### config.mk
export PLATFORM = sky130hd
export DESIGN_NAME = thread_pc
export DESIGN_NICKNAME = d
export VERILOG_FILES = /design/src/fetch_pkg.sv /design/src/thread_pc.sv
export SDC_FILE = /design/constraint.sdc
export NUM_CORES = 1
export LEC_CHECK = 0
export ABC_AREA = 1
export BUFFER_PORTS_ARGS = -buffer_cell sky130_fd_sc_hd__buf_2
export CAP_MARGIN = 20
export CORE_MARGIN = 3
export CORE_UTILIZATION = 57
export CTS_CLUSTER_DIAMETER = 60
export CTS_CLUSTER_SIZE = 12
export DETAILED_ROUTE_END_ITERATION = 7
export PLACE_DENSITY = 0.87
export SLEW_MARGIN = 20
export SYNTH_ARGS = -nofsm -noshare
export SYNTH_HDL_FRONTEND = slang
export SYNTH_SLANG_ARGS = --single-unit
### constraint.sdc
create_clock -name clock -period 3.9 [get_ports clock]
set_input_delay 0.78 -clock clock [delete_from_list [all_inputs] [get_ports clock]]
set_output_delay 0.78 -clock clock [all_outputs]
set_load 0.005 [all_outputs]
### src/fetch_pkg.sv
// shared widths, memory command encoding and line geometry for the fetch front end RTL
package fetch_pkg;

	////////////////////
	// datapath widths
	////////////////////

	localparam int addr_width = 64;	// pc and memory address width
	localparam int inst_width = 32;	// one instruction
	localparam int line_width = 64;	// one fetched line holds two instructions

	////////////////////
	// line geometry
	////////////////////

	// address step from one line to the next
	localparam int line_bytes = 8;

	// low address bits that select a byte inside a line
	localparam int line_offset_bits = 3;

	// address bit that picks the upper instruction of a line
	localparam int word_sel_bit = 2;

	// mask that clears the in-line offset of an address
	localparam logic [addr_width-1:0] line_mask = ~addr_width'(line_bytes - 1);

	////////////////////
	// memory commands
	////////////////////

	// request on the instruction memory port
	typedef enum logic [1:0] {
		cmd_none = 2'd0,	// idle cycle
		cmd_load = 2'd1	// read one line
	} bus_command_e;

endpackage
### src/thread_pc.sv
// per-thread program counter; steps one line per advance and loads an aligned branch target
`timescale 1ns/1ns

module thread_pc #(
	parameter logic [fetch_pkg::addr_width-1:0] reset_pc = '0	// first fetch address
) (
	input  logic                           clock,
	input  logic                           reset,
	input  logic                           advance,		// line of this thread was requested
	input  logic                           redirect,		// taken branch of this thread
	input  logic [fetch_pkg::addr_width-1:0] target,		// branch target byte address
	output logic [fetch_pkg::addr_width-1:0] pc,			// line aligned fetch address
	output logic                           upper_entry	// next line entered on its upper word
);
	import fetch_pkg::*;

	logic [addr_width-1:0] reset_line;	// reset pc aligned down to a line
	logic [addr_width-1:0] target_line;	// target aligned down to a line
	logic [addr_width-1:0] next_line;	// sequential successor

	assign reset_line  = reset_pc & line_mask;
	assign target_line = target & line_mask;
	assign next_line   = pc + addr_width'(line_bytes);

	// redirect wins over advance in the same cycle
	always_ff @(posedge clock) begin
		if (reset) begin
			pc          <= reset_line;
			upper_entry <= 1'b0;
		end else if (redirect) begin
			pc          <= target_line;
			upper_entry <= target[word_sel_bit];	// low word of target line is skipped
		end else if (advance) begin
			pc          <= next_line;
			upper_entry <= 1'b0;	// only the first line after a redirect is partial
		end
	end

endmodule

# Yosys cells after proc, flatten, opt, wreduce, memory -nomap -nowiden
# Index checks and enable logic that the tools add are counted.
# word_totals
reg_bits	65
inputBits	68
out_inout_bits	65
elab_cells	10
# classes
n_addsub	1
n_mux	4
reduce_logical	2
# ops
op	n
two-way mux 64 bit	2
adder 64 x 4 -> 64 bit (second input constant)	1
two-way mux 1 bit	2
nonzero test 2 bit	1
OR reduction 2 bit	1

# Depth between registers and ports, before layout
# depth
depth_word	3
mapped_depth	10

# Worst setup path before layout
# No wires, ideal clock.
# synth_path
kind	input -> register
startpoint	input port redirect
endpoint	register pc[40] (netlist name)
arrival_ns	1.692
t_required_ns	3.829
path_slack_ns	2.138
stages	8
path_cell_list	buf_2 > inv_1 > nand2_1 > inv_1 > buf_4 > buf_2 > nand3_1 > a21oi_1
# synth_between
elab_chain_len	1
# synth_lines
item	line	rtl
start, declared	thread_pc.sv:10	input logic redirect,
two-way mux 64 bit / nonzero test 2 bit (equally long branches)	n/a	
end signal, assigned	thread_pc.sv:28	pc <= reset_line;
end signal, assigned	thread_pc.sv:31	pc <= target_line;
end signal, assigned	thread_pc.sv:34	pc <= next_line;
end, declared	thread_pc.sv:12	output logic [fetch_pkg::addr_width-1:0] pc,
# Several ways; a longest one is shown, not always the timed one.
# A chain may end at the register's enable or synchronous reset.

# Final worst setup path
# layout_path
startpoint	input port redirect
endpoint	register pc[38] (netlist name)
# Same word-level chain as after synthesis.

==> results.md <==
- Distinct cells, synth: 33
- Core area: around 7400 µm²
- Port buffer count: roughly 130
- GRT Resource Usage Total: 34.4%
- Hold-fix buffers, CTS: 0
- Hold crit path type: flop to flop
- F_max: roughly 440 MHz
- Setup total negative slack: 0 ns
- Min-Delay Endpoint: upper_entry
- RSZ-0062 raised after global routing: no
- Clk_skew: ~0.013 ns
- CP Data Arrival Time: 2.46 ns
- Worst r2r dst: pc[45]
- Root Buffer: clkbuf_8
- Fin crit share: around 58%
- Syn Area/Cell: roughly 6.4 µm²
- Rel. slew slack: a little under three fifths
- P&R area growth vs syn: 20.5%
- Crit-path max FO: 60
- Reg-to-Reg Start: pc[4]
- Starting density of the core: 60.4%
- Routed WL per cell: 16.6 µm
- CP peak stage delay: between 0.5 and 0.6 ns
- DR vias/cell: 5.68
- GRT Residual Overflow: 0
- Crit path max-delay family: buffers and inverters
- Final instance area: approximately 5400 µm²
- Status: complete, no violations
- Ports: 133
- CP max stage cell: buf_4
- CTS H-tree lvls: 3
- Synth area leader: dfxtp_1
- Post-Synthesis Cells: around 700
- Reg2Reg Setup Slack: ~1.9 ns
- Vias post-DR: between 5000 and 6000
- Reg clk slew, reported paths: approximately 0.080 ns
- Die ar.: between 8000 and 9000 µm²
- Clk sink count: 62
- Die X: between 90 and 100 µm
- DP Area: 5180 µm²
- Filler cell count: around 630
- Worst setup SP type: primary input
- Die height: between 90 and 100 µm
- Drt drc: 0
- Pwr dens: around 300 nW/µm²
- Hold depth: 2
- DRT antenna net count: 0
- Ranking of synthesized cells by area: dfxtp_1 (28%), nand2_1 (17%), a22oi_1 (7.5%)
- Hold_ws: 0.477 ns
- Final setup fails: 0
- Synthesized cell area: roughly 4500 µm²
- Clock buffer depth: 2
- GP Congestion: roughly 1
- R2R depth: 9
- Peak VDD IR: 0.303 mV
- CTS tree: done
- Hold_sp: upper_entry
- Worst-margin pin slew: about 0.66 ns
- Vias in the first global route: a little under 5000
- CP Class: primary input to flop
- CP bufs+invs: 5
- Rows: 31
- CTS buffer count: 9
- CP required: 4.11 ns
- Initial antenna violation count: 0
- ANT cells: 0
- Final wirelength: about 15000 µm
- Clock Latency Late Sink: approximately 0.35 ns
- Total Power: 1630 µW
- Total Nets Final: between 800 and 900
- Seq/Total Area, Yosys: approximately 28%
- Postcts setup bufs: 0
- Post-synthesis register bit count: 62
- Layout cells sized above 1: ~25%
- Yosys warnings: 0
- DRT iter0 DRCs: between 400 and 500
- Leak Pwr: 0.00242 µW
- DR pass1 iterations: 6
- Largest net degree at the start of global routing: between 60 and 70
- Maxcap violations: 0
- First-pass GRT wire length: 24000 µm
- WP depth: 8
- DP HPWL: around 12000 µm
- Cell chain of the critical path: buf_2 > buf_4 > inv_1 > nand2_1 > inv_1 > buf_4 > nand3_1 > a21oi_1
- Post-route core utilization: between 70 and 80%
- Crit. End Element: flop
- Yosys top cell area share: approximately 28%
- Fin. max-slew vios: 0
- Minimum clock period: 2.25 ns
- Post-CTS sizing: 0
- Endpoints failing hold: 0
cells in the mapped netlist:
master,count
nand2_1,198
nor2_1,88
dfxtp_1,62
inv_1,53
a21oi_1,47
nand3_1,47
a22oi_1,45
xnor2_1,17
nand2_2,15
o21bai_1,15
clkbuf_1,12
xor2_1,12
a31oi_1,11
buf_2,11
nor2_2,10
nand4_1,9
nor2_4,6
o21ai_0,6
nand2_4,5
buf_4,4
inv_2,4
nor2_8,4
o21ai_1,4
o21bai_2,3
a21oi_2,2
nand3_2,2
buf_1,1
conb_1,1
ha_1,1
nor3_1,1
nor3_4,1
o211ai_1,1
or2_2,1
cell families after synthesis:
| kind of cell | count (synthesis) | synth area share, % |
|---|---|---|
| buffers and inverters | 85 | 7.74 |
| other | 1 | 0.0834 |
| AO/OA/AOI/OAI | 134 | 19.2 |
| AND/OR/NAND/NOR | 387 | 39.4 |
| XOR/XNOR | 29 | 5.65 |
| flip-flops | 62 | 27.6 |
| adder cells (fa/ha/maj) | 1 | 0.278 |
metal layers:
metal / GRT usage [%] / vias to the layer above / part of all wire (%) / wire length (µm)
li1: - / 2529 / - / -
met1: 45.6 / 2395 / 42 / 6480
met2: 55.1 / 271 / 46 / 7040
met3: 5.98 / 36 / 8.7 / 1330
met4: 13.9 / 0 / 2.9 / 448
met5: 0 / - / 0 / 0
cell usage in the layout (no fill, tap or decap), types with 2 or more instances in the layout:
cell type / synthesis / routed
a21oi_1: 47 / 47
a21oi_2: 2 / 2
a22oi_1: 45 / 45
a31oi_1: 11 / 11
buf_2: 11 / 127
buf_4: 4 / 6
bufinv_16: 0 / 2
clkbuf_8: 0 / 12
conb_1: 1 / 3
dfxtp_1: 62 / 62
inv_1: 53 / 53
inv_2: 4 / 4
nand2_1: 198 / 198
nand2_2: 15 / 15
nand2_4: 5 / 5
nand3_1: 47 / 47
nand3_2: 2 / 2
nand4_1: 9 / 9
nor2_1: 88 / 87
nor2_2: 10 / 10
nor2_4: 6 / 7
nor2_8: 4 / 4
o21ai_0: 6 / 6
o21ai_1: 4 / 4
o21bai_1: 15 / 15
o21bai_2: 3 / 3
xnor2_1: 17 / 17
xor2_1: 12 / 12
tightest hold or removal path, stage by stage (launching register included):
cell and delay [ns]:
dfxtp_1 0.31, nand2_1 0.06, a21oi_1 0.06
stage by stage:
step,setup WS (ns),std cells
2_1_floorplan,2.14,701
3_5_place_dp,1.33,905
6_report,1.65,921
4_1_cts,1.69,921
3_3_place_gp,1.44,905
5_1_grt,1.54,921
how the worst max path moves through the flow:
stage,from,endpoint,slack [ns]
after detailed placement,redirect,pc[38],1.33
final,redirect,pc[38],1.65
after CTS,redirect,pc[38],1.69
after global routing,redirect,pc[38],1.54
after floorplan,redirect,pc[40],2.14
after global placement,redirect,pc[38],1.44
state kept, by name (all words and copies together) (netlist names):
| register | cells |
|---|---|
| pc | 61 |
| upper_entry | 1 |
cell type report:
type                    count  area, µm²  share of cell area (%)
multi-input cells         554       2920                    54.0
flip-flops and latches     62       1240                    22.9
repair buffers            133        681                    12.6
inverters                  57        214                    3.95
clock buffers              13        169                    3.12
well taps                  99        124                    2.29
clock inverters             3       65.1                    1.20
where the power goes:
group / internal, µW / switching, µW
Clock: 412 / 266
Sequential: 671 / 59.5
Combinational: 106 / 116
(Power assumes the default switching activity.)
