## config.mk

```make
export PLATFORM = sky130hd
export DESIGN_NAME = if_stage
export DESIGN_NICKNAME = d
export VERILOG_FILES = /design/src/fetch_pkg.sv /design/src/if_stage.sv
export SDC_FILE = /design/constraint.sdc
export NUM_CORES = 1
export LEC_CHECK = 0
export ABC_AREA = 1
export BUFFER_PORTS_ARGS = -buffer_cell sky130_fd_sc_hd__buf_2
export CAP_MARGIN = 20
export CORE_AREA = 2 2 155 157
export DETAILED_ROUTE_END_ITERATION = 8
export DIE_AREA = 0 0 157 159
export PLACE_DENSITY = 0.44
export SLEW_MARGIN = 25
export SYNTH_ARGS = -nofsm -noshare
export SYNTH_HDL_FRONTEND = slang
export SYNTH_SLANG_ARGS = --single-unit
```

## constraint.sdc

```tcl
create_clock -name clock -period 4.9 [get_ports clock]
set_clock_uncertainty 0.15 [all_clocks]
set_input_delay 0.49 -clock clock [delete_from_list [all_inputs] [get_ports clock]]
set_output_delay 0.49 -clock clock [all_outputs]
set_load 0.03 [all_outputs]
```

## src/fetch_pkg.sv

```systemverilog
// shared widths, memory command encoding and line geometry for the fetch front end RTL
package fetch_pkg;

	////////////////////
	// datapath widths
	////////////////////

	localparam int addr_width = 64;	// pc and memory address width
	localparam int inst_width = 32;	// one instruction
	localparam int line_width = 64;	// one fetched line holds two instructions

	////////////////////
	// line geometry
	////////////////////

	// address step from one line to the next
	localparam int line_bytes = 8;

	// low address bits that select a byte inside a line
	localparam int line_offset_bits = 3;

	// address bit that picks the upper instruction of a line
	localparam int word_sel_bit = 2;

	// mask that clears the in-line offset of an address
	localparam logic [addr_width-1:0] line_mask = ~addr_width'(line_bytes - 1);

	////////////////////
	// memory commands
	////////////////////

	// request on the instruction memory port
	typedef enum logic [1:0] {
		cmd_none = 2'd0,	// idle cycle
		cmd_load = 2'd1	// read one line
	} bus_command_e;

endpackage
```

## src/if_stage.sv

```systemverilog
// fetch control; issues one line load per cycle and splits the returned line into two tagged instructions
`timescale 1ns/1ns

module if_stage (
	input  logic                             clock,
	input  logic                             reset,
	input  logic                             fetch_enable,	// selector found a free thread
	input  logic                             fetch_thread,	// selected thread
	input  logic [fetch_pkg::addr_width-1:0] pc1,			// thread 1 line address
	input  logic [fetch_pkg::addr_width-1:0] pc2,			// thread 2 line address
	input  logic                             upper1,			// thread 1 enters on upper word
	input  logic                             upper2,			// thread 2 enters on upper word
	input  logic                             branch1_taken,	// thread 1 redirect this cycle
	input  logic                             branch2_taken,	// thread 2 redirect this cycle
	input  logic                             resp_valid,		// memory answered
	input  logic                             resp_thread,	// owner of the answer
	input  logic [fetch_pkg::line_width-1:0] resp_data,		// returned line
	output fetch_pkg::bus_command_e          mem_command,
	output logic [fetch_pkg::addr_width-1:0] mem_addr,
	output logic                             mem_thread,
	output logic                             advance1,		// step thread 1 pc
	output logic                             advance2,		// step thread 2 pc
	output logic                             issued,			// request left this cycle
	output logic                             fetch_valid,	// line delivered this cycle
	output logic                             fetch_thread_out,
	output logic [fetch_pkg::addr_width-1:0] fetch_pc,
	output logic [fetch_pkg::inst_width-1:0] inst1,			// low word
	output logic [fetch_pkg::inst_width-1:0] inst2,			// high word
	output logic                             inst1_valid,
	output logic                             inst2_valid
);
	import fetch_pkg::*;

	logic                  running;		// low in the cycle after reset
	logic                  branch_sel;	// selected thread is being redirected
	logic                  issue;		// a load goes out this cycle
	logic [addr_width-1:0] sel_pc;		// line address of selected thread
	logic                  sel_upper;	// entry flag of selected thread

	logic [addr_width-1:0] pending_pc;		// address of the line in flight
	logic                  pending_upper;	// line in flight starts on its upper word

	logic                  squash;		// delivered line belongs to a redirected thread
	logic                  low_ok;		// low word may be used

	////////////////////
	// request side
	////////////////////

	// first cycle after reset stays idle
	always_ff @(posedge clock) begin
		if (reset) begin
			running <= 1'b0;
		end else begin
			running <= 1'b1;
		end
	end

	assign sel_pc     = fetch_thread ? pc2 : pc1;
	assign sel_upper  = fetch_thread ? upper2 : upper1;
	assign branch_sel = fetch_thread ? branch2_taken : branch1_taken;

	// a thread redirected this cycle still holds its old pc
	// so its request waits for the target to load
	assign issue = running & fetch_enable & ~branch_sel;

	always_comb begin
		mem_command = cmd_none;
		if (issue) begin
			mem_command = cmd_load;
		end
	end

	assign mem_addr   = sel_pc;
	assign mem_thread = fetch_thread;
	assign issued     = issue;

	assign advance1 = issue & ~fetch_thread;	// pc steps at the end of the issue cycle
	assign advance2 = issue & fetch_thread;

	// capture what goes with the line in flight
	always_ff @(posedge clock) begin
		if (issue) begin
			pending_pc    <= sel_pc;
			pending_upper <= sel_upper;
		end
	end

	////////////////////
	// response side
	////////////////////

	// a redirect during delivery kills the old path line
	assign squash = resp_thread ? branch2_taken : branch1_taken;

	assign fetch_valid      = resp_valid & ~squash;
	assign fetch_thread_out = resp_thread;
	assign fetch_pc         = pending_pc;

	assign low_ok = ~pending_upper;	// entry on upper word skips the low instruction

	assign inst1_valid = fetch_valid & low_ok;
	assign inst2_valid = fetch_valid;

	// unused slots read as zero
	always_comb begin
		inst1 = '0;
		inst2 = '0;
		if (inst1_valid) begin
			inst1 = resp_data[inst_width-1:0];
		end
		if (inst2_valid) begin
			inst2 = resp_data[line_width-1:inst_width];
		end
	end

endmodule

```

Word level (Yosys, flattened, before mapping)
Index checks and enable logic that the tools add are counted.
{"block": "totals", "regBits": 66, "inputBits": 202, "out_inout_bits": 202, "wordCells": 21}
{"block": "classes", "mux": 8, "bitwise": 10}
{"op": "32-bit two-way mux", "count": 2}
{"op": "64-bit two-way mux", "count": 1}
{"op": "1-bit bitwise AND", "count": 6}
{"op": "1-bit two-way mux", "count": 5}
{"op": "1-bit NOT", "count": 4}

Depth between registers and ports, before layout
{"block": "depth", "ltp_word": 5, "ltp_mapped": 6, "mapped_depth_nobuf": 4}

Least setup slack after synthesis
No wires, ideal clock.
{"block": "synth_path", "path_kind": "input to output", "from": "input fetch_thread", "to": "output mem_command[0]", "arrival_time_ns": 4.436, "required_ns": 4.260, "setup_slack_ns": -0.176, "path_stages": 6, "n_path_buf": 2, "cell_sequence": "inv_2 > buf_4 > nand2_1 > nand2_1 > nor2_1 > buf_4"}
{"block": "synth_between", "elab_chain_cells": 4}
{"item": "start: declaration", "line_no": "if_stage.sv:8", "text": "input logic fetch_thread,"}
{"item": "1-bit two-way mux", "line_no": "if_stage.sv:61", "text": "assign branch_sel = fetch_thread ? branch2_taken : branch1_taken;"}
{"item": "1-bit NOT", "line_no": "if_stage.sv:65", "text": "assign issue = running & fetch_enable & ~branch_sel;"}
{"item": "1-bit bitwise AND", "line_no": "if_stage.sv:65"}
{"item": "net issued", "line_no": "if_stage.sv:23", "text": "output logic issued,"}
{"item": "1-bit two-way mux", "line_no": "if_stage.sv:69", "text": "if (issue) begin"}
{"item": "end: declaration", "line_no": "if_stage.sv:18", "text": "output fetch_pkg::bus_command_e mem_command,"}
The timed path passes the listed nets, and every way through them passes these cells.

Worst setup path after layout
{"block": "layout_path", "from": "input fetch_thread", "to": "output mem_command[0]"}
{"block": "layout_between", "elab_chain_cells": 4}
{"item": "1-bit two-way mux", "line_no": "if_stage.sv:61"}
{"item": "1-bit NOT", "line_no": "if_stage.sv:65"}
{"item": "1-bit bitwise AND", "line_no": "if_stage.sv:65"}
{"item": "1-bit two-way mux", "line_no": "if_stage.sv:69"}
Every way passes these cells.

==> reports/qor.txt <==
worst path bufs/invs: 3
RePlAce Congestion: 0.7792
largest net degree at the start of global routing: 54
synth warn: 0
first-pass detailed-route iteration total: 4
nets@finish: 1030
Fmax: 0.3604 GHz
required time of the critical path: 4.26 ns
CP endpoint: mem_command[0]
Final min period: 2.775 ns
Critical Path Start: fetch_thread
sequential fraction of the synthesis area: 57.56%
Antenna diodes: 0
clock tree sinks: 66
WS Path Type: in -> out
CP Launch Type: input port
most common cell after layout, fill and taps aside: buf_2
buffers added on ports: 402
post-cts gate resize count: 0
Top Ports: 404
Cell variety after synth: 14
Die X: 157 um
synthesized area: 3426 um2
final hold vios: 0
drt initial violations: 123
ratio of cells with drive above 1 in the final layout: 51.08%
worst slew pin tran: 0.8620 ns
PD cells: 289.5 nW/um2
slowest CP cell: nor2_4
clock buffer depth: 2
TritonCTS clock tree: built
Setup-failing EPs final: 0
Slew headroom: 42.39%
clock root buffer: clkbuf_16
Multi-input gate area: 1049 um2
reg-to-reg endpoint: fetch_pc[57]
flops & latches, synth: 66
Worst-path clk slew: 0.06 ns
H-Tree Depth: 3
period utilisation layout: 56.62%
Placed Cells: 1136
LEAKAGE: 0.003606 uW
area of the core: 23190 um2
status: finished clean
Initial Util: 14.77%
antenna violations before repair: 1
Crit path max-delay family: simple AND/OR/NAND/NOR gates
Worst Setup End Kind: output pin
std cell rows: 56
CP Cell Sequence: buf_2 > inv_2 > nand2_1 > nand2_1 > nor2_4 > buf_2
Num CTS Buffers: 9
R2R depth: 3
setup bufs post-CTS: 0
Area Growth Syn to Fin: 75.82%
overall power: 1744 uW
Die Ht: 159 um
grt ovf: 0
most frequent cells in the layout: buf_2 (402), nand2_1 (201), inv_1 (71)
Reg area: 1972 um2
vias post-DR: 4146
DRC viols: 0
flop2flop setup slack: 2.77 ns
Critical Path AT: 2.13 ns
post-synthesis instance total: 434
CP max FO: 24
vias in the first global route: 4059
Post-DP HPWL: 13.61 mm
Max Slew Vio Count: 0
Routed WL: 16.34 mm
largest stage delay on the critical path: 0.64 ns
Max Cap Viol: 0
Worst-Skew Late Latency: 0.33 ns
FF-to-FF Start: running
die area: 24960 um2
synthesized area per cell: 7.894 um2
fillers: 2620
GRT Util Overall: 12.56%
Synthesized Nets: 636
RSZ-0062 raised after global routing: false
hold-fix buffers at CTS: 0
Post-DRT Antenna Nets: 0
drt via density: 3.602
Hold Path Origin: reset
mean routed wirelength per cell: 14.20 um
Hold Crit Class: in -> reg
VDD IR max: 0.0001331 V
first-pass GRT wire length: 23.20 mm
final instance area: 6023 um2
Finished Layout Cells: 1151
placed cell areas: 5747 um2
Worst path depth: 6
total negative slack: 0 ns
## worst register-to-register path, delay by kind of cell (launching register included)
| family | cells | cell delay (ns) |
|---|---|---|
| simple gates | 2 | 0.80 |
| flops | 1 | 0.36 |
| buf+inv | 1 | 0.46 |
## synthesized netlist by cell type
| cell | count | area share (%) |
|---|---|---|
| buf_4 | 8 | 1.8 |
| clkbuf_1 | 2 | 0.22 |
| nor3_2 | 1 | 0.29 |
| nor2_1 | 65 | 7.1 |
| inv_2 | 1 | 0.11 |
| buf_2 | 15 | 2.2 |
| nand4_2 | 1 | 0.37 |
| conb_1 | 1 | 0.11 |
| dfxtp_1 | 1 | 0.58 |
| edfxtp_1 | 65 | 57 |
| nand3_2 | 1 | 0.29 |
| nand2_1 | 201 | 22 |
| inv_1 | 71 | 7.8 |
| nand4_1 | 1 | 0.18 |
## report_power, final
| part | internal [uW] | total, uW | switching (uW) |
|---|---|---|---|
| combinational | 143 | 464 | 321 |
| clock | 388 | 626 | 238 |
| sequential | 649 | 654 | 4.81 |
| total | 1180 | 1740 | 564 |
## stage by stage
| stage | util, % | setup slack [ns] | hold WS, ns |
|---|---|---|---|
| final | 25.97 | 2.125 | 0.1589 |
| after global routing | 25.97 | 1.910 | 0.1478 |
| after CTS | 25.97 | 2.026 | 0.1350 |
| after detailed placement | 24.78 | 2.037 | 0.5061 |
| after global placement | 24.78 | 2.057 | 0.4952 |
| after floorplan | - | 1.130 | 0.3965 |
## how the worst min path moves through the flow
stage              end  slack (ns)  cells past startpoint
2_1_floorplan  running        0.40                      1
3_3_place_gp   running        0.50                      2
3_5_place_dp   running        0.51                      2
4_1_cts        running        0.13                      2
5_1_grt        running        0.15                      2
6_report       running        0.16                      2
## routing by layer
layer | share of wire [%] | wire length (um) | GRT usage [%]
met2 | 51 | 8369 | 23.33
met1 | 37 | 6095 | 12.85
met3 | 10 | 1706 | 4.927
met4 | 0.97 | 158 | 3.670
met5 | 0.073 | 12 | 0
## sequential cells by signal, summed over array words and instances (netlist names)
name	cells
pending_upper	1
running	1
fetch_pc	64
## cell families (layout without fill, tap and decap cells)
logic type,Yosys count,count (layout),synth area share (%)
other,1,1,0.1095
and+or+nand+nor,270,270,30.28
buffers and inverters,97,495,12.05
DFF,66,66,57.56
## area by class of cell
cell class              instances  share of cell area [%]
flip-flops and latches         66                   32.74
multi-input cells             271                   17.41
inverters                      72                   4.487
clock inverters                 4                  0.7270
repair buffers                408                   34.15
well taps                     319                   6.627
clock buffers                  11                   3.864
(Power assumes the default switching activity.)
